### src/f2_pkg.sv
package f2_pkg;

    ////////////////////////////////////////////////////////////
    // Widths

    typedef logic [22:0] word_addr_t;  // A23..A1, no A0 on the 68000
    typedef logic [15:0] cpu_data_t;
    typedef logic [6:0]  region_t;     // Byte address bits 23..17
    typedef logic [11:0] pix_index_t;

    typedef struct packed {
        logic [7:0] red;
        logic [7:0] green;
        logic [7:0] blue;
    } rgb_t;

    ////////////////////////////////////////////////////////////
    // CPU bus

    typedef struct packed {
        logic       as;     // Address strobe, high during a cycle
        logic       rw;     // 1 = read
        logic [1:0] ds_n;   // Bit 1 is UDS
        logic [2:0] fc;
        word_addr_t addr;
        cpu_data_t  wdata;
    } cpu_bus_t;

    typedef struct packed {
        cpu_data_t rdata;
        logic      dtack_n;
    } cpu_resp_t;

    ////////////////////////////////////////////////////////////
    // Memory map

    localparam region_t REGION_WORK  = 7'h08;  // 0x100000
    localparam region_t REGION_COLOR = 7'h10;  // 0x200000
    localparam region_t REGION_IO    = 7'h18;  // 0x300000

    localparam int WORK_AW  = 12;
    localparam int COLOR_AW = 12;

    // CPU space cycle
    localparam logic [2:0] FC_IACK = 3'd7;

    // Interrupt levels
    localparam logic [2:0] IRQ_VBL_LEVEL = 3'd5;
    localparam logic [2:0] IRQ_DMA_LEVEL = 3'd6;

endpackage

### src/f2_cpu_bus.sv
`timescale 1ns/1ns

module f2_cpu_bus (
    input  logic              clk,
    input  logic              reset,
    input  f2_pkg::cpu_bus_t  cpu,
    input  f2_pkg::cpu_data_t work_q,
    input  f2_pkg::cpu_data_t color_q,
    input  f2_pkg::cpu_data_t io_q,
    output f2_pkg::cpu_resp_t resp,
    output logic              work_sel,
    output logic              color_sel,
    output logic              io_sel,
    output logic              iack
);
    import f2_pkg::*;

    region_t region;
    logic    mem_access;
    logic    work_sel_q;
    logic    color_sel_q;
    logic    io_sel_q;
    logic    dtack_n;

    assign region = cpu.addr[$bits(word_addr_t)-1 -: $bits(region_t)];

    // Interrupt acknowledge, level comes on A3..A1
    assign iack = cpu.as && (cpu.fc == FC_IACK) && !cpu.ds_n[0];

    assign mem_access = cpu.as && !iack;

    ////////////////////////////////////////////////////////////
    // Chip selects

    assign work_sel  = mem_access && (region == REGION_WORK);
    assign color_sel = mem_access && (region == REGION_COLOR);
    assign io_sel    = mem_access && (region == REGION_IO);

    always_ff @(posedge clk) begin
        if (reset) begin
            work_sel_q  <= 1'b0;
            color_sel_q <= 1'b0;
            io_sel_q    <= 1'b0;
            dtack_n     <= 1'b1;
        end else begin
            work_sel_q  <= work_sel;
            color_sel_q <= color_sel;
            io_sel_q    <= io_sel;
            dtack_n     <= ~cpu.as;  // Fixed one cycle wait for every target
        end
    end

    ////////////////////////////////////////////////////////////
    // Read data

    always_comb begin
        if (work_sel_q) begin
            resp.rdata = work_q;
        end else if (color_sel_q) begin
            resp.rdata = color_q;
        end else if (io_sel_q) begin
            resp.rdata = io_q;
        end else begin
            resp.rdata = '0;  // Unmapped
        end
        resp.dtack_n = dtack_n;
    end

endmodule

### config.mk
export PLATFORM = sky130hd
export DESIGN_NAME = f2_cpu_bus
export DESIGN_NICKNAME = d
export VERILOG_FILES = /design/src/f2_pkg.sv /design/src/f2_cpu_bus.sv
export SDC_FILE = /design/constraint.sdc
export NUM_CORES = 1
export LEC_CHECK = 0
export BUFFER_PORTS_ARGS = -buffer_cell sky130_fd_sc_hd__buf_2
export CAP_MARGIN = 20
export CORE_ASPECT_RATIO = 1.75
export CORE_UTILIZATION = 26
export DETAILED_ROUTE_END_ITERATION = 7
export GPL_ROUTABILITY_DRIVEN = 0
export PLACE_DENSITY_LB_ADDON = 0.15
export SYNTH_ARGS = -nofsm -noshare
export SYNTH_HDL_FRONTEND = slang
export SYNTH_SLANG_ARGS = --single-unit
### constraint.sdc
create_clock -name clk -period 1.4 [get_ports clk]
set_clock_uncertainty 0.1 [all_clocks]
set_input_delay 0.07 -clock clk [delete_from_list [all_inputs] [get_ports clk]]
set_output_delay 0.07 -clock clk [all_outputs]
set_load 0.02 [all_outputs]
==> summary.md <==
| Metric | Value |
|---|---|
| Post-DP Area | ~1100 sq um |
| Asr flop ratio synth | 0% |
| Gate power share | a little over a quarter |
| Diodes inserted | 0 |
| CP startpoint | color_sel_q |
| Yosys warning total | 0 |
| CTS max path bufs | 2 |
| Worst rel slew slack | 74.7% |
| Worst Setup Start Kind | flip-flop |
| NetSw | ~110 uW |
| Core Area | 2300 sq um |
| Clock Pin Slew Worst Setup and Hold Paths | ~30 ps |
| Post-route ant nets | 0 |
| Top FF cell, synth | dfxtp_1 |
| Cells after Synth | between 90 and 100 |
| Iter 0 DRT Violations | 5 |
| Worst-margin pin slew | 379 ps |
| Largest net degree at the start of global routing | 33 |
| I/O Buffers | 82 |
| Share of cells above drive strength 1 | 55.4% |
| Routed via count | ~1,000 |
| Total Wirelength | ~2.3 mm |
| Main area contributors after synthesis | a21oi_1 (25%), nand3b_1 (21%), nor2b_1 (16%) |
| CP arrival | 1160 ps |
| Post-DP HPWL | 1.73 mm |
| Tcrit/Tclk final | 94.7% |
| H-tree levels | 1 |
| CP max FO | 32 |
| Clock power frac | 49.8% |
| Number of synthesized flops with an enable pin | 0 |
| Detailed-route wire length per cell | 11.3 um |
| Finished Cell Area | 1200 sq um |
| Post-synth cell types | 17 |
| Kind of critical path | reg -> out |
| CTS tree | done |
| Leading area contributor after synthesis | a21oi_1 |
| Worst path required time | 1230 ps |
| Endpoints failing hold | 0 |
| Layout area overhead | 89.9% |
| Outcome | completed |
| Final nets | 273 |
| Hold_sp | cpu[45] |
| Die W | 39.3 um |
| Row cnt | 23 |
| Post-synthesis register bit count | 4 |
| Clk sinks | 4 |
| TritonRoute pass-1 iters | 6 |
| First-pass GRT wire length | around 3.1 mm |
| Sequential share of power | between 20% and 30% |
| Crit. End Element | output pin |
| Synth top area share | 25.3% |
| Net Count, Synth | 191 |
| Max Slew Vio Count | 0 |
| Die Height | about 67 um |
| Part of the Yosys area used for sequential elements | between 10% and 20% |
| Top-count cell post-synth | a21oi_1 |
| Hold crit path type | in -> reg |
| Die Area | 2640 sq um |
| Mapped cell area | 632 sq um |
| Routed vias/inst | 4.96 |
| P_int | 376 uW |
| Switching part of the total | 22.3% |
| Tmin final | around 1300 ps |
| Syn Area/Cell | 6.65 sq um |
| Max Clock Freq | approximately 750 MHz |
| Num ports | 117 |
| Cts bufs inserted | 3 |
| CTS root buf | clkbuf_8 |
| # setup viols final | 0 |
| Max-Cap Viols | 0 |
| Power Density | 404 nW/um^2 |
| Total power | 484 uW |
| Overall Global Routing Usage | 16.0% |
| RSZ-0062 raised after global routing | no |
| Starting Density | 27.4% |
| Worst vdd ir | 0.000455 V |
| Initial antenna violation count | 0 |
| Overflow after GRT | 0 |
| Top cells by count, synth | a21oi_1 (32), nand3b_1 (18), nor2b_1 (16) |
| Static Leak | approximately 0.6 nW |
| DRC viols | 0 |
| Vias in the first global route | 843 |
kinds of logic after synthesis:
family / count (synthesis) / share of synthesized area (%)
and+or+nand+nor: 48 / 54.7
DFF: 4 / 12.7
buffers and inverters: 11 / 7.33
AOI/OAI and AO/OA: 32 / 25.3
worst max-delay path, stage by stage (launching register included):
cell and delay (ps):
dfxtp_1 310, buf_12 160, nand3b_1 170, a21oi_2 140, buf_4 150
area by class of cell:
cell class | instances | area (sq um)
clock buffers | 3 | 41.3
fillers | 238 | 1100
multi-input cells | 80 | 547
flip-flops and latches | 4 | 81.3
well taps | 25 | 31.3
repair buffers | 88 | 499
metrics by stage:
step | TNS [ps] | worst slack, ps | std cells | utilization (%) | hold slack (ps)
after floorplan | -556 | -185 | 95 | - | 40.4
after global placement | 0 | 41.7 | 196 | 46.8 | 194
after detailed placement | 0 | 39.7 | 196 | 46.8 | 191
after CTS | 0 | 9.98 | 202 | 49.9 | 49.4
after global routing | 0 | 6.29 | 200 | 52.1 | 44.4
final | 0 | 74.0 | 200 | 52.1 | 1.25
power by group through the flow:
stage / Combinational (mW) / Clock [mW] / Sequential (mW)
after floorplan: 0.0229 / 0 / 0.118
after detailed placement: 0.115 / 0 / 0.118
after global placement: 0.112 / 0 / 0.118
final: 0.126 / 0.241 / 0.117
after global routing: 0.139 / 0.254 / 0.117
after CTS: 0.122 / 0.248 / 0.117
final timing paths:
kind	endpoint	depth (start not counted)	slack, ps
hold / removal	dtack_n	2	1
setup / recovery	resp[4]	4	70
placed cells by master (no fill, tap or decap), drive strengths merged:
cell and n:
buf 86, a21oi 32, nand3b 18, nor2b 16
nor4 6, dfxtp 4, clkbuf 3, or4bb 2
dlymetal6s4s 2, and4b 1, and2 1, or4 1
nand3 1, nand2b 1, nand4b 1
registers in the layout, indices dropped and copies added, names as in the netlist:
name and flops:
io_sel_q 1, work_sel_q 1, color_sel_q 1, dtack_n 1
metal layers:
metal	GRT usage [%]	wire [um]	vias up
met5	0	0	-
met4	5.60	13	0
met3	4.28	313	2
met2	30.2	1110	70
met1	15.6	835	410
li1	-	-	509
what timing repair did:
| action | in CTS | in global routing |
|---|---|---|
| resized for setup | 0 | 16 |
| hold endpoints to repair | 2 | 0 |
| hold buffers | 3 | 0 |
| endpoints found under the setup margin | 0 | 21 |
| buffers inserted | 0 | 0 |
Power figures use the tool's default switching activity.
