File: src/f2_pkg.sv
package f2_pkg;

    ////////////////////////////////////////////////////////////
    // Widths

    typedef logic [22:0] word_addr_t;  // A23..A1, no A0 on the 68000
    typedef logic [15:0] cpu_data_t;
    typedef logic [6:0]  region_t;     // Byte address bits 23..17
    typedef logic [11:0] pix_index_t;

    typedef struct packed {
        logic [7:0] red;
        logic [7:0] green;
        logic [7:0] blue;
    } rgb_t;

    ////////////////////////////////////////////////////////////
    // CPU bus

    typedef struct packed {
        logic       as;     // Address strobe, high during a cycle
        logic       rw;     // 1 = read
        logic [1:0] ds_n;   // Bit 1 is UDS
        logic [2:0] fc;
        word_addr_t addr;
        cpu_data_t  wdata;
    } cpu_bus_t;

    typedef struct packed {
        cpu_data_t rdata;
        logic      dtack_n;
    } cpu_resp_t;

    ////////////////////////////////////////////////////////////
    // Memory map

    localparam region_t REGION_WORK  = 7'h08;  // 0x100000
    localparam region_t REGION_COLOR = 7'h10;  // 0x200000
    localparam region_t REGION_IO    = 7'h18;  // 0x300000

    localparam int WORK_AW  = 12;
    localparam int COLOR_AW = 12;

    // CPU space cycle
    localparam logic [2:0] FC_IACK = 3'd7;

    // Interrupt levels
    localparam logic [2:0] IRQ_VBL_LEVEL = 3'd5;
    localparam logic [2:0] IRQ_DMA_LEVEL = 3'd6;

endpackage

File: src/f2_irq_ctrl.sv
`timescale 1ns/1ns

module f2_irq_ctrl (
    input  logic       clk,
    input  logic       reset,
    input  logic       vblank_n,
    input  logic       dma_n,
    input  logic       iack,
    input  logic [2:0] ack_level,
    output logic [2:0] ipl_n
);
    import f2_pkg::*;

    logic vbl_prev;
    logic dma_prev;
    logic req_vbl;
    logic req_dma;
    logic clr_vbl;
    logic clr_dma;

    assign clr_vbl = iack && (ack_level == IRQ_VBL_LEVEL);
    assign clr_dma = iack && (ack_level == IRQ_DMA_LEVEL);

    always_ff @(posedge clk) begin
        if (reset) begin
            vbl_prev <= 1'b1;
            dma_prev <= 1'b1;
            req_vbl  <= 1'b0;
            req_dma  <= 1'b0;
        end else begin
            vbl_prev <= vblank_n;
            dma_prev <= dma_n;

            if (vbl_prev && !vblank_n) begin
                req_vbl <= 1'b1;  // Start of vblank
            end
            if (!dma_prev && dma_n) begin
                req_dma <= 1'b1;  // Sprite DMA finished
            end

            // Acknowledge beats a new edge
            if (clr_vbl) begin
                req_vbl <= 1'b0;
            end
            if (clr_dma) begin
                req_dma <= 1'b0;
            end
        end
    end

    always_comb begin
        if (req_dma) begin
            ipl_n = ~IRQ_DMA_LEVEL;
        end else if (req_vbl) begin
            ipl_n = ~IRQ_VBL_LEVEL;
        end else begin
            ipl_n = 3'b111;
        end
    end

endmodule

File: config.mk
export PLATFORM = sky130hd
export DESIGN_NAME = f2_irq_ctrl
export DESIGN_NICKNAME = d
export VERILOG_FILES = /design/src/f2_pkg.sv /design/src/f2_irq_ctrl.sv
export SDC_FILE = /design/constraint.sdc
export NUM_CORES = 1
export LEC_CHECK = 0
export BUFFER_PORTS_ARGS = -buffer_cell sky130_fd_sc_hd__buf_2
export CAP_MARGIN = 15
export CORE_AREA = 2 2 39 41
export CTS_BUF_LIST = sky130_fd_sc_hd__clkbuf_4 sky130_fd_sc_hd__clkbuf_8
export DETAILED_ROUTE_END_ITERATION = 8
export DIE_AREA = 0 0 41 43
export GPL_ROUTABILITY_DRIVEN = 0
export GPL_TIMING_DRIVEN = 0
export MAX_ROUTING_LAYER = met4
export PLACE_DENSITY = 0.3
export SETUP_SLACK_MARGIN = 0.2
export SKIP_CTS_REPAIR_TIMING = 1
export SLEW_MARGIN = 20
export SYNTH_ARGS = -nofsm -noshare
export SYNTH_HDL_FRONTEND = slang
export SYNTH_SLANG_ARGS = --single-unit
File: constraint.sdc
create_clock -name clk -period 0.89 [get_ports clk]
set_input_delay 0.0445 -clock clk [delete_from_list [all_inputs] [get_ports clk]]
set_output_delay 0.0445 -clock clk [all_outputs]
set_load 0.1 [all_outputs]
==> results of run 1 <==
## final cells by class
| cell class | count | area [um2] |
|---|---|---|
| Inverter | 2 | 11.3 |
| Multi-Input combinational cell | 10 | 96.3 |
| Tap cell | 16 | 20.0 |
| Timing Repair Buffer | 11 | 93.8 |
| Clock buffer | 3 | 22.5 |
| Fill cell | 149 | 1050 |
| Sequential cell | 4 | 85.1 |
## worst min-delay path by stage
stage	endpoint	cells after the start
5_1_grt	req_vbl	2
2_1_floorplan	req_dma	1
3_5_place_dp	vbl_prev	2
4_1_cts	vbl_prev	2
6_report	vbl_prev	2
3_3_place_gp	vbl_prev	2
## synthesized netlist by cell type
library cell | n | area share, %
dfxtp_1 | 4 | 52
a211oi_1 | 2 | 9.7
and4b_1 | 2 | 13
inv_1 | 2 | 4.8
nand2b_1 | 2 | 8.1
or2_2 | 2 | 8.1
nand2_1 | 1 | 2.4
nor2_1 | 1 | 2.4
## cell families after synthesis
| family | after synthesis | synth area share (%) |
|---|---|---|
| flip-flops | 4 | 51.6 |
| AO/OA/AOI/OAI | 2 | 9.67 |
| AND/OR/NAND/NOR | 8 | 33.9 |
| buffers and inverters | 2 | 4.84 |
## flip-flops by register name, indices dropped and copies added, names as in the netlist
register and cells:
dma_prev 1, req_dma 1, req_vbl 1, vbl_prev 1
## worst reg2reg max path: cells and delay by family, from the launching register on
kind	cells	cell delay [ns]
DFF	1	0.35
AOI/OAI and AO/OA	1	0.18
buffers and inverters	2	0.32
## per-stage QoR
| step | hold slack (ns) | worst slack, ns | cell area [um2] | TNS [ns] | cells |
|---|---|---|---|---|---|
| finish | 0.0129 | -0.138 | 329 | -0.372 | 46 |
| global route | 0.00798 | -0.179 | 329 | -0.547 | 46 |
| CTS | 0.00650 | -0.413 | 277 | -0.999 | 45 |
| detailed placement | 0.249 | -0.161 | 254 | -0.238 | 42 |
| global placement | 0.243 | -0.148 | 254 | -0.214 | 42 |
| floorplan | 0.102 | -0.358 | 184 | -1.03 | 16 |
## cell usage in the layout (no fill, tap or decap)
cell        netlist  routed
buf_12            0       2
dfxtp_2           0       1
nand2_8           0       1
dfxtp_1           4       2
inv_2             0       1
nand2b_1          2       2
clkinvlp_4        0       1
and4b_1           2       2
or2_2             2       2
buf_4             0       1
buf_6             0       1
buf_2             0       7
dfxtp_4           0       1
nor2_2            0       1
a211oi_2          0       2
clkbuf_4          0       3
## routing by layer
metal / share of wire (%) / wire [um]
met1: 40 / 135
met2: 45 / 154
met3: 14 / 49
met4: 0 / 0
met5: 0 / 0
## power by group through the flow
| stage | combinational [uW] | clock (uW) | sequential (uW) |
|---|---|---|---|
| floorplan | 112 | 0 | 204 |
| global placement | 141 | 0 | 205 |
| detailed placement | 143 | 0 | 206 |
| CTS | 143 | 235 | 203 |
| global route | 195 | 254 | 204 |
| finish | 186 | 221 | 203 |
==> summary.txt, run 1 <==
Run status
  • Status: finished, violations left
  • Failing checks: negative setup slack

Timing
  • Final setup margin: -0.138 ns
  • Worst slew pin tran: between 0.2 and 0.25 ns
  • Setup-failing EPs final: 4
  • Final Hold Fails: 0
  • RSZ-0062 raised after global routing: yes
  • Skew final: 0.000727 ns
  • Peak Freq: just under 1000 MHz
  • Final period utilization: 115%
  • Fin crit period: ~1.0 ns
  • Pins Over Slew Limit: 0
  • Rel. slew slack: between 80% and 90%

Layout
  • Final Core Density: roughly a quarter
  • Area Growth Syn to Fin: 112%
  • Layout cells sized above 1: about four fifths
  • Final net count: 40
  • Number of diodes: 0

Pwr
  • Internal power: 415 uW
  • Clock share of power: 36.2%
  • Net Sw Power: about 200 uW
  • Tot Pwr: 610 uW
  • Power share of the sequential group: about 33%
  • Switching power share of the total: 31.9%
  • Combinational Power Share: between 30% and 40%
  • Pwr dens: about 1900 nW/um2
  • Maximum vdd ir drop: between 800 and 900 uV
  • Leak pwr: around 0.00014 uW

Yosys
  • Seq cells post-synth: 4
  • Distinct cells, synth: 8
  • Synth warnings: 0
  • Syn Area/Cell: about 9.7 um2
  • Post-synth net total: 24
  • Mapped cell area: approximately 160 um2
  • Syn Inst Count: 16
  • Post-synthesis sequential area ratio: 51.6%

Worst setup path
  • Buf/Inv on CP: 2
  • CP endpoint: ipl_n[0]
  • Worst R2R Path Depth: 3
  • Critical-path maximum fanout: 3
  • WP depth: 3
  • Kind of critical path: reg2out
  • Critical Path Source Type: flip-flop
  • Top delay family on crit path: flip-flops
  • Critical Path, Cell by Cell: clkinvlp_4, nand2_8, buf_12
  • Reg-to-Reg Start: req_dma
  • R2R setup slack: -0.04 ns
  • Crit path from: req_dma
  • Data arrival time of the critical path: between 0.9 and 1 ns
  • Worst EP required: 0.85 ns
  • Reg-to-reg endpoint: req_dma
  • Slowest stage delay, CP: 0.35 ns
  • Crit. End Element: output pin
  • Slowest library cell on the worst path: dfxtp_2

Detailed routing
  • DRC Markers: 0
  • WL/cell: approximately 7.4 um
  • Vias/cell: 3.50
  • Vias: ~160
  • Detail Route Antenna Nets: 0
  • Iter 0 DRT Violations: 2
  • Initial DRT Pass Iterations: 4
  • Post-Route WL: approximately 340 um

CTS
  • Clk slew on worst S/H paths: roughly 0.040 ns
  • Number of CTS-inserted buffers: 3
  • Later-pin clock latency in the skew report: roughly 0.23 ns
  • Clock tree buffer depth: 2
  • Htree depth: 1
  • Clock tree from TritonCTS: yes
  • Clock sink count: 4
  • Clock root cell: clkbuf_4

Floorplanning
  • Cell row count: 14
  • Num ports: 11
  • Core Box Area: 1380 um2
  • Die width: ~41 um
  • Starting density of the core: between 10% and 20%
  • Die H: about 43 um
  • Die ar.: 1760 um2

Global route
  • GRT met2 Usage: between 5 and 6%
  • Met1 usage: under 10%
  • First-pass GRT wire length: between 500 and 600 um
  • Global route overflow: 0
  • Gr busiest metal: met3
  • Initial antenna violation count: 0
  • Number of global-route vias before repair: approximately 140
  • GR Util met3: about a tenth
  • Largest net degree at the start of global routing: 5
  • Global Route Usage Sum: between 5 and 6%

Worst hold path
  • HP Class: in2reg
  • Hold path start: vblank_n

Placement
  • IO Port Bufs: 10

Job
  • Max-cap violations: 0
Power figures use the tool's default switching activity.
==> run 2: changes to the inputs <==
--- a/config.mk
+++ b/config.mk
@@ -15,6 +15,7 @@
 export GPL_TIMING_DRIVEN = 0
 export MAX_ROUTING_LAYER = met4
 export PLACE_DENSITY = 0.3
+export RECOVER_POWER = 100
 export SETUP_SLACK_MARGIN = 0.2
 export SKIP_CTS_REPAIR_TIMING = 1
 export SLEW_MARGIN = 20
==> constraint.sdc (replaced) <==
create_clock -name clk -period 1.3 [get_ports clk]
set_input_delay 0.065 -clock clk [delete_from_list [all_inputs] [get_ports clk]]
set_output_delay 0.065 -clock clk [all_outputs]
set_load 0.1 [all_outputs]
==> run 2 against run 1 <==
  * The run now ends clean
  * Global-route usage fell by 0.51 points
  * Sequential power down 32%
  * Clock skew is essentially flat
  * Largest power group unchanged
  * Die area stayed put
  * Largest cell class unchanged
  * Highest routed layer unchanged
  * Hold slack better by 0.020 ns
  * Critical path depth fell by 1
==> summary.txt, run 2 (synthesis gave the netlist of run 1 again) <==
Run status
  • Status: finished clean

Job
  • Max-cap violations: 0

Timing
  • RSZ-0062 raised after global routing: yes
  • Final Hold Fails: 0
  • Pins Over Slew Limit: 0
  • Worst slew pin tran: around 0.3 ns
  • Skew final: 0.000514 ns
  • Final setup margin: 0.202 ns
  • Fin crit period: about 1.1 ns
  • Setup-failing EPs final: 0
  • Peak Freq: between 900 and 1000 MHz
  • Final TNS setup: 0 ns
  • Final period utilization: 84.5%
  • Rel. slew slack: about 80%

Global route
  • Global Route Usage Sum: under 10%
  • Met1 usage: approximately 4.5%
  • Global route overflow: 0
  • Gr busiest metal: met3
  • GR Util met3: 6.28%
  • Largest net degree at the start of global routing: 5
  • Number of global-route vias before repair: 140
  • First-pass GRT wire length: roughly 510 um
  • GRT met2 Usage: ~6.3%
  • Initial antenna violation count: 0

Detailed routing
  • Initial DRT Pass Iterations: 2
  • Iter 0 DRT Violations: 3
  • DRC Markers: 0
  • Post-Route WL: around 340 um
  • Detail Route Antenna Nets: 0
  • Vias: about 160
  • WL/cell: between 7 and 8 um
  • Vias/cell: approximately 3.5

Layout
  • Most frequent cells in the layout: buf_2 (6), clkbuf_4 (5), dfxtp_1 (3)
  • Most common cell after layout, fill and taps aside: buf_2
  • Number of diodes: 0
  • Final net count: 40
  • Cell area after layout: 298 um2
  • Area Growth Syn to Fin: 91.9%
  • Layout cells sized above 1: between 60% and 70%

Worst hold path
  • Worst Hold Path EP: vbl_prev
  • HP Class: in2reg
  • Hold path start: vblank_n
  • Hold depth: 2

Worst setup path
  • Crit. End Element: output pin
  • Reg-to-reg endpoint: req_dma
  • Slowest library cell on the worst path: dfxtp_2
  • Critical-path maximum fanout: 3
  • Slowest stage delay, CP: approximately 0.35 ns
  • Reg-to-Reg Start: req_dma
  • Top delay family on crit path: buffers and inverters
  • Critical Path Source Type: flip-flop
  • R2R setup slack: around 0.4 ns
  • Critical Path, Cell by Cell: clkinvlp_4, clkbuf_4
  • Worst R2R Path Depth: 3
  • WP depth: 2
  • Worst EP required: about 1.2 ns
  • Data arrival time of the critical path: ~1.0 ns
  • Kind of critical path: reg2out
  • Buf/Inv on CP: 2

Floorplanning
  • Num ports: 11
  • Core Box Area: ~1400 um2
  • Starting density of the core: roughly 11%
  • Die width: 41 um
  • Die ar.: ~1800 um2
  • Die H: roughly 43 um
  • Cell row count: 14

Placement
  • IO Port Bufs: 10
  • Pre-CTS setup slack: approximately 0.24 ns
  • Placed inst area: roughly 250 um2

CTS
  • Number of CTS-inserted buffers: 3
  • Clock sink count: 4
  • Clock tree buffer depth: 2
  • Clk slew on worst S/H paths: roughly 0.040 ns
  • Htree depth: 1
  • Clock tree from TritonCTS: yes
  • Clock root cell: clkbuf_4
  • Later-pin clock latency in the skew report: around 0.23 ns

Pwr
  • Leak pwr: about 0.00013 uW
  • Pwr dens: between 1000 and 1500 nW/um2
  • Maximum vdd ir drop: roughly 560 uV
-- run 2: cell types whose count changed in the layout (fill, tap and decap cells not counted), sizes merged --
cell,before,now
clkbuf,3,6
buf,11,8
-- run 2: power breakdown --
group          switching [uW]  total, uW  internal (uW)
clock network            47.9        151            103
registers                7.55        139            131
logic                    73.6        110           36.0
total                     129        399            270
-- run 2: worst max path at each step --
stage / startpoint / end / slack, ns
global placement: req_dma / ipl_n[0] / 0.26
CTS: req_dma / ipl_n[0] / -0.02
detailed placement: req_dma / ipl_n[0] / 0.24
finish: req_dma / ipl_n[1] / 0.20
global route: req_dma / ipl_n[1] / 0.15
floorplan: req_dma / ipl_n[0] / 0.04
-- run 2: final cells by class --
cell class / count / area [um2]
Clock buffer: 3 / 22.5
Fill cell: 157 / 1090
Inverter: 2 / 11.3
Multi-Input combinational cell: 10 / 86.3
Sequential cell: 4 / 81.3
Tap cell: 16 / 20.0
Timing Repair Buffer: 11 / 76.3
-- run 2: metal layers --
| metal | vias to the layer above | wire length, um |
|---|---|---|
| met5 | - | 0 |
| li1 | 83 | - |
| met1 | 69 | 135 |
| met2 | 10 | 152 |
| met3 | 0 | 53 |
| met4 | 0 | 0 |
-- run 2: metrics by stage --
stage / utilization, % / std cells / total power [uW] / hold slack (ns)
final: 21.5 / 46 / 399 / 0.0329
after global routing: 21.5 / 46 / 425 / 0.0295
after CTS: 19.6 / 45 / 395 / 0.0258
after detailed placement: 18.0 / 42 / 238 / 0.271
after global placement: 18.0 / 42 / 236 / 0.264
after floorplan: - / 16 / 215 / 0.130
