[config.mk]
export PLATFORM = sky130hd
export DESIGN_NAME = f2_io_ports
export DESIGN_NICKNAME = d
export VERILOG_FILES = /design/src/f2_pkg.sv /design/src/f2_io_ports.sv
export SDC_FILE = /design/constraint.sdc
export NUM_CORES = 1
export LEC_CHECK = 0
export BUFFER_PORTS_ARGS = -buffer_cell sky130_fd_sc_hd__buf_4
export CAP_MARGIN = 25
export CORE_UTILIZATION = 35
export DETAILED_ROUTE_END_ITERATION = 8
export MAX_ROUTING_LAYER = met4
export PLACE_DENSITY = 0.72
export SYNTH_ARGS = -nofsm -noshare
export SYNTH_HDL_FRONTEND = slang
export SYNTH_SLANG_ARGS = --single-unit
[constraint.sdc]
create_clock -name clk -period 2.7 [get_ports clk]
set_input_delay 0.405 -clock clk [delete_from_list [all_inputs] [get_ports clk]]
set_output_delay 0.405 -clock clk [all_outputs]
set_load 0.02 [all_outputs]
[src/f2_pkg.sv]
package f2_pkg;

    ////////////////////////////////////////////////////////////
    // Widths

    typedef logic [22:0] word_addr_t;  // A23..A1, no A0 on the 68000
    typedef logic [15:0] cpu_data_t;
    typedef logic [6:0]  region_t;     // Byte address bits 23..17
    typedef logic [11:0] pix_index_t;

    typedef struct packed {
        logic [7:0] red;
        logic [7:0] green;
        logic [7:0] blue;
    } rgb_t;

    ////////////////////////////////////////////////////////////
    // CPU bus

    typedef struct packed {
        logic       as;     // Address strobe, high during a cycle
        logic       rw;     // 1 = read
        logic [1:0] ds_n;   // Bit 1 is UDS
        logic [2:0] fc;
        word_addr_t addr;
        cpu_data_t  wdata;
    } cpu_bus_t;

    typedef struct packed {
        cpu_data_t rdata;
        logic      dtack_n;
    } cpu_resp_t;

    ////////////////////////////////////////////////////////////
    // Memory map

    localparam region_t REGION_WORK  = 7'h08;  // 0x100000
    localparam region_t REGION_COLOR = 7'h10;  // 0x200000
    localparam region_t REGION_IO    = 7'h18;  // 0x300000

    localparam int WORK_AW  = 12;
    localparam int COLOR_AW = 12;

    // CPU space cycle
    localparam logic [2:0] FC_IACK = 3'd7;

    // Interrupt levels
    localparam logic [2:0] IRQ_VBL_LEVEL = 3'd5;
    localparam logic [2:0] IRQ_DMA_LEVEL = 3'd6;

endpackage

[src/f2_io_ports.sv]
`timescale 1ns/1ns

module f2_io_ports (
    input  logic              clk,
    input  f2_pkg::cpu_bus_t  cpu,
    input  logic              sel,
    input  logic [9:0]        joystick_p1,
    input  logic [9:0]        joystick_p2,
    input  logic [1:0]        start,
    input  logic [1:0]        coin,
    input  logic [7:0]        dswa,
    input  logic [7:0]        dswb,
    output f2_pkg::cpu_data_t q
);
    import f2_pkg::*;

    logic [7:0] dswa_r;
    logic [7:0] dswb_r;
    logic [7:0] p1_r;
    logic [7:0] p2_r;
    logic [7:0] coin_r;
    logic [7:0] port_byte;

    // Active low, same layout as the board's input chip
    always_ff @(posedge clk) begin
        dswa_r <= ~dswa;
        dswb_r <= ~dswb;
        p1_r   <= ~{start[0], joystick_p1[6:4],
                    joystick_p1[0], joystick_p1[1], joystick_p1[2], joystick_p1[3]};
        p2_r   <= ~{start[1], joystick_p2[6:4],
                    joystick_p2[0], joystick_p2[1], joystick_p2[2], joystick_p2[3]};
        coin_r <= ~{4'b0000, coin, 2'b00};
    end

    always_comb begin
        case (cpu.addr[2:0])
            3'd0:    port_byte = dswa_r;
            3'd1:    port_byte = dswb_r;
            3'd2:    port_byte = p1_r;
            3'd3:    port_byte = p2_r;
            3'd4:    port_byte = coin_r;
            default: port_byte = 8'hff;
        endcase
    end

    always_ff @(posedge clk) begin
        q <= sel ? {port_byte, port_byte} : '1;  // Idle bus floats high
    end

endmodule

==> metrics, run 1 <==
Psw 0.000275 W; fin crit share 0.440; commonest cells in the netlist 42 x dfxtp_1, 34 x inv_1, 9 x buf_4, 5 x mux4_2, 5 x nand2b_1; VDD IR max 0.354 mV; Crit-path slowest cell dfxtp_1; LEAKAGE 0.921 nW; crit path DAT 0.78 ns; Pint 0.00100 W; Slew Limit Fails 0; Setup Buffers After CTS 0; number of remaining DRC errors 0; worst path cell trace buf_4; number of synthesized flops with an enable pin 0; Slew @ Worst Pin 0.232 ns; crit end category output pin; hold crit path type input pin to flip-flop; Clk pwr share 0.381; Vias/cell 3.95; largest driver fanout on the critical path 2; Buf/Inv on CP 1; DIE AREA 4090 um^2; Initial DRC Count 45; most crowded layer after global routing met2; Synth Flop Type dfxtp_1; Pwr per Cell Area 697 nW/um^2; CTS Sinks 42; hold endpoint p2_r[5]; Die Wd 64.0 um; status finished clean; Syn Inst Count 121; top cell type's share of synthesized area 0.626; largest net degree at the start of global routing 19; Cell Rows 22; fin worst setup slack 1.51 ns; Finished Core Util 0.501; delay-heaviest family, CP flip-flops; clock root buffer clkbuf_8; Layout area overhead 36.5%; number of global-route vias before repair 865; Die Y 64.0 um; unrepaired setup endpoints after global routing false; final hold viol count 0; post-DP HPWL 1670 um; First-pass DRT Iterations 4; Sw Share 0.215; worst hold start joystick_p2[5]; met2 usage 0.222; Critical Path Start Type flip-flop; count of state elements after synthesis 42; Yosys top cell by area dfxtp_1; drt wl/cell 10.1 um; drt total wl 2220 um; Core ar. 3660 um^2; Synth warnings 0; antenna violations before repair 0; CTS Buf Count 5; Crit Path Class flip-flop to output pin; cts hold-fix bufs 0; grt ovf 0; GPL Wtd Cong 0.775; Reg clk slew, reported paths 0.08 ns; slowest cell delay on critical path 0.35 ns; Slew headroom 0.846; depth of the most critical reg-to-reg path 3; Initial Util 0.367; register area share after synthesis 0.626; sequential share of power 0.518; met3 GRT Util 0.0536; async set or reset register ratio after synthesis 0; Avg Inst Size Synth 11.1 um^2; min cycle time layout 1.19 ns; ant diodes 0; GR Util met1 0.133; Final nets 258; RR Startpoint dswb_r[5]; post-CTS resize count 0; Worst Path Required 2.30 ns; RR Endpoint q[13]; first-pass GRT wire length 3770 um; io pins 104; Max Clk Rate 842 MHz; # setup viols final 0; Port Buf Inserts 54; combinational share of power 0.101; count leader, synth dfxtp_1; DR vias 866; share of cells above drive strength 1 0.392; hold path depth 2; Post-Syn Area 1340 um^2; clock tree from TritonCTS done; antenna viol nets, final 0; total track usage 0.132; Reg2Reg Setup Slack 1.58 ns; CTS H-tree depth 2; CTS Buffer Depth 2; Final Skew 0.00373 ns; max-cap viol count 0; worst slack at placement 1.24 ns; Synth area leaders dfxtp_1 63%, inv_1 9.5%, mux4_2 8.4%, buf_4 5.0%, nand2b_1 2.3%; latest clock arrival within the worst-skew pair 0.29 ns; Total Neg Setup Slack 0 ns; library cells used by synthesis 20; Mapped Nets 209
sequential cells by signal, indices dropped and copies added, names as in the netlist:
| name | cells |
|---|---|
| p2_r | 8 |
| dswb_r | 8 |
| coin_r | 2 |
| dswa_r | 8 |
| p1_r | 8 |
| q | 8 |
stage by stage:
step                std cells  hold slack, ns  total power, W  instance area (um^2)
floorplan                 121           0.436        0.000747                  1340
global placement          211           0.457        0.000806                  1720
CTS                       219           0.233         0.00130                  1830
detailed placement        211           0.456        0.000809                  1720
global route              219           0.227         0.00134                  1830
finish                    219           0.245         0.00128                  1830
layout by cell type, fill, tap and decap left out:
cell type   count
clkinvlp_4      2
buf_4          54
nand3b_1        3
dfxtp_1        42
a22oi_1         2
nand2b_1        5
nor2b_1         1
nand2_1         2
nand3_1         3
and2b_1         1
o21ai_0         2
clkbuf_8        5
a21boi_0        1
nor2_1          2
inv_1          34
bufinv_16       1
o21a_1          1
o211ai_1        2
mux4_2          5
o2111ai_1       1
and3_1          2
logic make-up after synthesis:
| group | count (synthesis) | synth area share |
|---|---|---|
| simple gates | 19 | 0.0819 |
| mux | 5 | 0.0838 |
| compound gates | 9 | 0.0475 |
| flops | 42 | 0.626 |
| buf+inv | 46 | 0.161 |
power by group through the flow:
stage	Clock (W)	Combinational, W	Sequential, W
2_1_floorplan	0	0.0000632	0.000683
3_3_place_gp	0	0.000130	0.000676
3_5_place_dp	0	0.000131	0.000678
4_1_cts	0.000501	0.000131	0.000663
5_1_grt	0.000532	0.000142	0.000667
6_report	0.000487	0.000129	0.000663
worst max-delay path by stage:
stage,to,start,cells after the start
2_1_floorplan,q[12],cpu[16],3
3_3_place_gp,q[13],cpu[16],3
3_5_place_dp,q[13],cpu[16],3
4_1_cts,q[2],q[10],1
5_1_grt,q[10],q[10],1
6_report,q[2],q[10],1
metal layers:
layer | vias to the layer above | wire (um)
li1 | 452 | -
met1 | 386 | 908
met2 | 26 | 1180
met3 | 2 | 105
met4 | 0 | 22
met5 | - | 0
final cells by class:
cell class / count / area, um^2
Sequential cell: 42 / 841
Inverter: 34 / 128
Timing Repair Buffer: 54 / 405
Clock buffer: 5 / 68.8
Clock inverter: 3 / 45.0
Tap cell: 48 / 60.1
Multi-Input combinational cell: 33 / 287
Fill cell: 366 / 1830
Note: power is estimated with default switching activity, not from simulation.
==> run 2, diff against run 1 <==
- PLACE_DENSITY: 0.72 -> 0.75
- clock period: 2.7 -> 1.07 ns (I/O delays scaled with it)
==> metrics, run 2 (synthesis gave the netlist of run 1 again) <==
first-pass GRT wire length 3350 um; Cell Rows 22; fin worst setup slack -0.0549 ns; top sig layer met4; largest net degree at the start of global routing 14; placed cells 214; fin crit share 1.05; Core ar. 3660 um^2; min cycle time layout 1.12 ns; Crit Path Class flip-flop to flip-flop; area post-placement 1740 um^2; grt ovf 0; drt total wl 2170 um; Initial Util 0.367; Finished Core Util 0.519; Slew Limit Fails 0; Pwr per Cell Area 1590 nW/um^2; number of global-route vias before repair 788; final instance area 1900 um^2; worst path cell trace nor2b_4 -> mux4_2 -> nand2b_4; Final nets 266; largest driver fanout on the critical path 1; met2 wire len 1070 um; Slew @ Worst Pin 0.245 ns; Initial DRC Count 36; # setup viols final 1; max-cap viol count 0; post-DP HPWL 1570 um; hold crit path type input pin to flip-flop; Worst Setup SP dswb_r[5]; number of remaining DRC errors 0; CTS Buf Count 5; Met3 Routed Length 117 um; latest clock arrival within the worst-skew pair 0.28 ns; Die Wd 64.0 um; crit end category flip-flop; Critical Path Start Type flip-flop; Reg clk slew, reported paths 0.08 ns; worst slack at placement -0.0530 ns; most frequent cells in the layout 57 x buf_4, 42 x dfxtp_1, 34 x inv_1; CTS Sinks 42; Finished Layout Cells 227; final hold viol count 0; ant diodes 0; depth of the most critical reg-to-reg path 3; Max Clk Rate 889 MHz; commonest non-fill, non-tap cell in the layout buf_4; status finished with violations; CTS H-tree depth 2; Crit-path slowest cell mux4_2; VDD IR max 1.04 mV; RR Endpoint q[13]; Worst Path Required 1.25 ns; drt wl/cell 9.54 um; share of cells above drive strength 1 0.397; DR vias 907; total track usage 0.116; unrepaired setup endpoints after global routing true; RR Startpoint dswb_r[5]; Slew headroom 0.835; io pins 104; wl on met1 953 um; First-pass DRT Iterations 7; DIE AREA 4090 um^2; capture point of the worst path q[13]; Reg2Reg Setup Slack -0.05 ns; Port Buf Inserts 54; antenna violations before repair 0; failing checks negative setup slack; Layout area overhead 41.3%; LEAKAGE 0.964 nW; Die Y 64.0 um; GPL Wtd Cong 0.749; CTS Buffer Depth 2; antenna viol nets, final 0; clock root buffer clkbuf_8; crit path DAT 1.30 ns; Final Skew 0.00471 ns; clock tree from TritonCTS done; Vias/cell 4.00; slowest cell delay on critical path 0.45 ns
==> run 2: worst min-delay path by stage <==
stage                        start         to  slack, ns  cells past startpoint
finish              joystick_p2[1]    p2_r[2]       0.02                      2
global route        joystick_p1[1]    p1_r[2]      0.002                      2
CTS                 joystick_p1[6]    p1_r[6]      0.003                      2
detailed placement  joystick_p1[2]    p1_r[1]       0.31                      2
global placement           dswb[2]  dswb_r[2]       0.31                      2
floorplan                  coin[0]  coin_r[2]       0.22                      1
==> run 2: what timing repair did <==
| item | CTS | global route |
|---|---|---|
| hold buffers | 0 | 5 |
| buffers inserted | 0 | 0 |
| gates resized for setup | 1 | 2 |
| hold endpoints to repair | 0 | 5 |
| pin swaps | 0 | 0 |
| setup endpoints to repair | 1 | 2 |
==> run 2: metrics by stage <==
step	total power, W	hold WS [ns]	TNS [ns]
after detailed placement	0.00205	0.311	-0.237
after CTS	0.00305	0.00308	-0.0424
after floorplan	0.00188	0.217	0
after global routing	0.00319	0.00182	-0.0925
after global placement	0.00204	0.309	-0.240
final	0.00302	0.0172	-0.0549
==> run 2: power breakdown <==
part	internal, W	leakage (nW)	switching [W]
clock network	0.000520	0.0482	0.000470
logic	0.000217	0.563	0.000141
registers	0.00165	0.353	0.0000228
total	0.00238	0.964	0.000633
==> run 2: worst max-delay path, delay by kind of cell (launching register included) <==
kind | cells | cell delay, ns
flip-flops | 1 | 0.31
multiplexers | 1 | 0.45
AND/OR/NAND/NOR | 2 | 0.27
==> run 2: area by class of cell <==
class                      instances  area [um^2]
inverter                          34          128
multi-input combinational         33          302
fill                             338         1760
tap                               48         60.1
sequential                        42          841
timing repair buffer              62          478
clock inverter                     1         5.00
clock buffer                       7         86.3
==> run 2: routing by layer <==
layer / GRT usage / vias to the layer above
met5: - / -
met4: 0.0597 / 0
met3: 0.0482 / 2
met2: 0.181 / 32
met1: 0.125 / 400
li1: - / 473
==> run 3, diff against run 2 <==
- CELL_PAD_IN_SITES_DETAIL_PLACEMENT: unset -> 1
- CELL_PAD_IN_SITES_GLOBAL_PLACEMENT: unset -> 1
- CORE_UTILIZATION: 35 -> 24
- PLACE_DENSITY: 0.75 -> unset
- PLACE_DENSITY_LB_ADDON: unset -> 0.1
==> metrics, run 3 (synthesis gave the netlist of run 1 again) <==
status finished with violations; failing checks negative setup slack; Vias/cell 3.77; depth of the most critical reg-to-reg path 3; worst hold start joystick_p2[4]; Reg clk slew, reported paths 0.08 ns; antenna violations before repair 0; hold crit path type input pin to flip-flop; drt wl/cell 10.6 um; Reg2Reg Setup Slack -0.02 ns; First-pass DRT Iterations 2; Layout area overhead 47.7%; latest clock arrival within the worst-skew pair 0.29 ns; ant diodes 0; Crit Path Class flip-flop to flip-flop; final hold viol count 0; VDD IR max 0.635 mV; worst path cell trace nor2b_1 -> mux4_2 -> nand2b_1; largest net degree at the start of global routing 14; unrepaired setup endpoints after global routing true; first-pass GRT wire length 4410 um; total track usage 0.105; CTS Buf Count 5; Port Buf Inserts 54; hold path depth 2; number of global-route vias before repair 992; LEAKAGE 0.983 nW; Initial DRC Count 20; Setup Buffers After CTS 0; CTS Sinks 42; Slew @ Worst Pin 0.253 ns; multi-input combinational cell area 287 um^2; GPL Wtd Cong 0.663; CTS H-tree depth 2; Total Neg Setup Slack -0.0184 ns; crit path DAT 1.27 ns; Crit-path slowest cell mux4_2; fin crit share 1.02; most frequent cells in the layout 56 x buf_4, 42 x dfxtp_1, 34 x inv_1; clock root buffer clkbuf_8; number of remaining DRC errors 0; Final Skew 0.00296 ns; Slew headroom 0.831; post-DP HPWL 2030 um; Max Clk Rate 919 MHz; drt total wl 2720 um; Final nets 273; clock tree from TritonCTS done; Critical Path Start Type flip-flop; Die Wd 76.8 um; DR vias 965; fillers 599; Pwr per Cell Area 1550 nW/um^2; Core ar. 5240 um^2; crit end category flip-flop; Worst Path Required 1.25 ns; io pins 104; fin worst setup slack -0.0184 ns; DIE AREA 5900 um^2; # setup viols final 1; Die Y 76.8 um; Cell Rows 26; min cycle time layout 1.09 ns; Initial Util 0.257; Slew Limit Fails 0; largest driver fanout on the critical path 1; area post-placement 1760 um^2; commonest non-fill, non-tap cell in the layout buf_4; Power, Total 0.00307 W; max-cap viol count 0; final instance area 1980 um^2; RR Startpoint dswb_r[5]; slowest cell delay on critical path 0.43 ns; RR Endpoint q[13]; grt ovf 0; antenna viol nets, final 0; Reg area 841 um^2; share of cells above drive strength 1 0.366; CTS Buffer Depth 2; worst slack at placement -0.0385 ns; hold endpoint p2_r[4]
run 3: what timing repair did:
item	in CTS	in global routing
gates resized for setup	0	0
endpoints found under the hold margin	10	3
hold buffers	10	3
endpoints found under the setup margin	1	1
pin swaps	0	0
run 3: worst max-delay path by stage:
| stage | slack (ns) | depth (start not counted) | endpoint | start |
|---|---|---|---|---|
| after global routing | -0.07 | 3 | q[13] | dswb_r[5] |
| final | -0.02 | 3 | q[13] | dswb_r[5] |
| after floorplan | 0.02 | 3 | q[13] | dswb_r[5] |
| after CTS | -0.03 | 3 | q[13] | dswb_r[5] |
| after global placement | -0.04 | 3 | q[9] | cpu[16] |
| after detailed placement | -0.04 | 3 | q[9] | cpu[16] |
run 3: through the flow:
step,hold slack [ns],utilization,instances
global placement,0.310,0.337,235
detailed placement,0.312,0.337,235
CTS,0.000130,0.373,253
floorplan,0.217,-,121
global route,0.000588,0.379,256
finish,0.0115,0.379,256
run 3: metal layers:
layer  share of wire  GRT usage  vias up
met5               0          -        -
met4           0.021     0.0635        0
met3           0.060     0.0381        5
met2            0.53      0.176       32
met1            0.39      0.103      445
li1                -          -      483
run 3: critical path: cells and delay by family (launching register included):
kind             cells  cell delay, ns
muxes                1            0.43
DFF                  1            0.30
and+or+nand+nor      2            0.25
run 3: power breakdown:
part | switching, W | internal [W]
clock network | 0.000501 | 0.000520
registers | 0.0000253 | 0.00165
logic | 0.000144 | 0.000228
total | 0.000670 | 0.00240
run 3: cell type report:
class	count	area share
Sequential cell	42	0.424
Clock buffer	7	0.0435
Multi-Input combinational cell	33	0.144
Clock inverter	1	0.00252
Inverter	34	0.0643
Tap cell	70	0.0441
Timing Repair Buffer	69	0.277
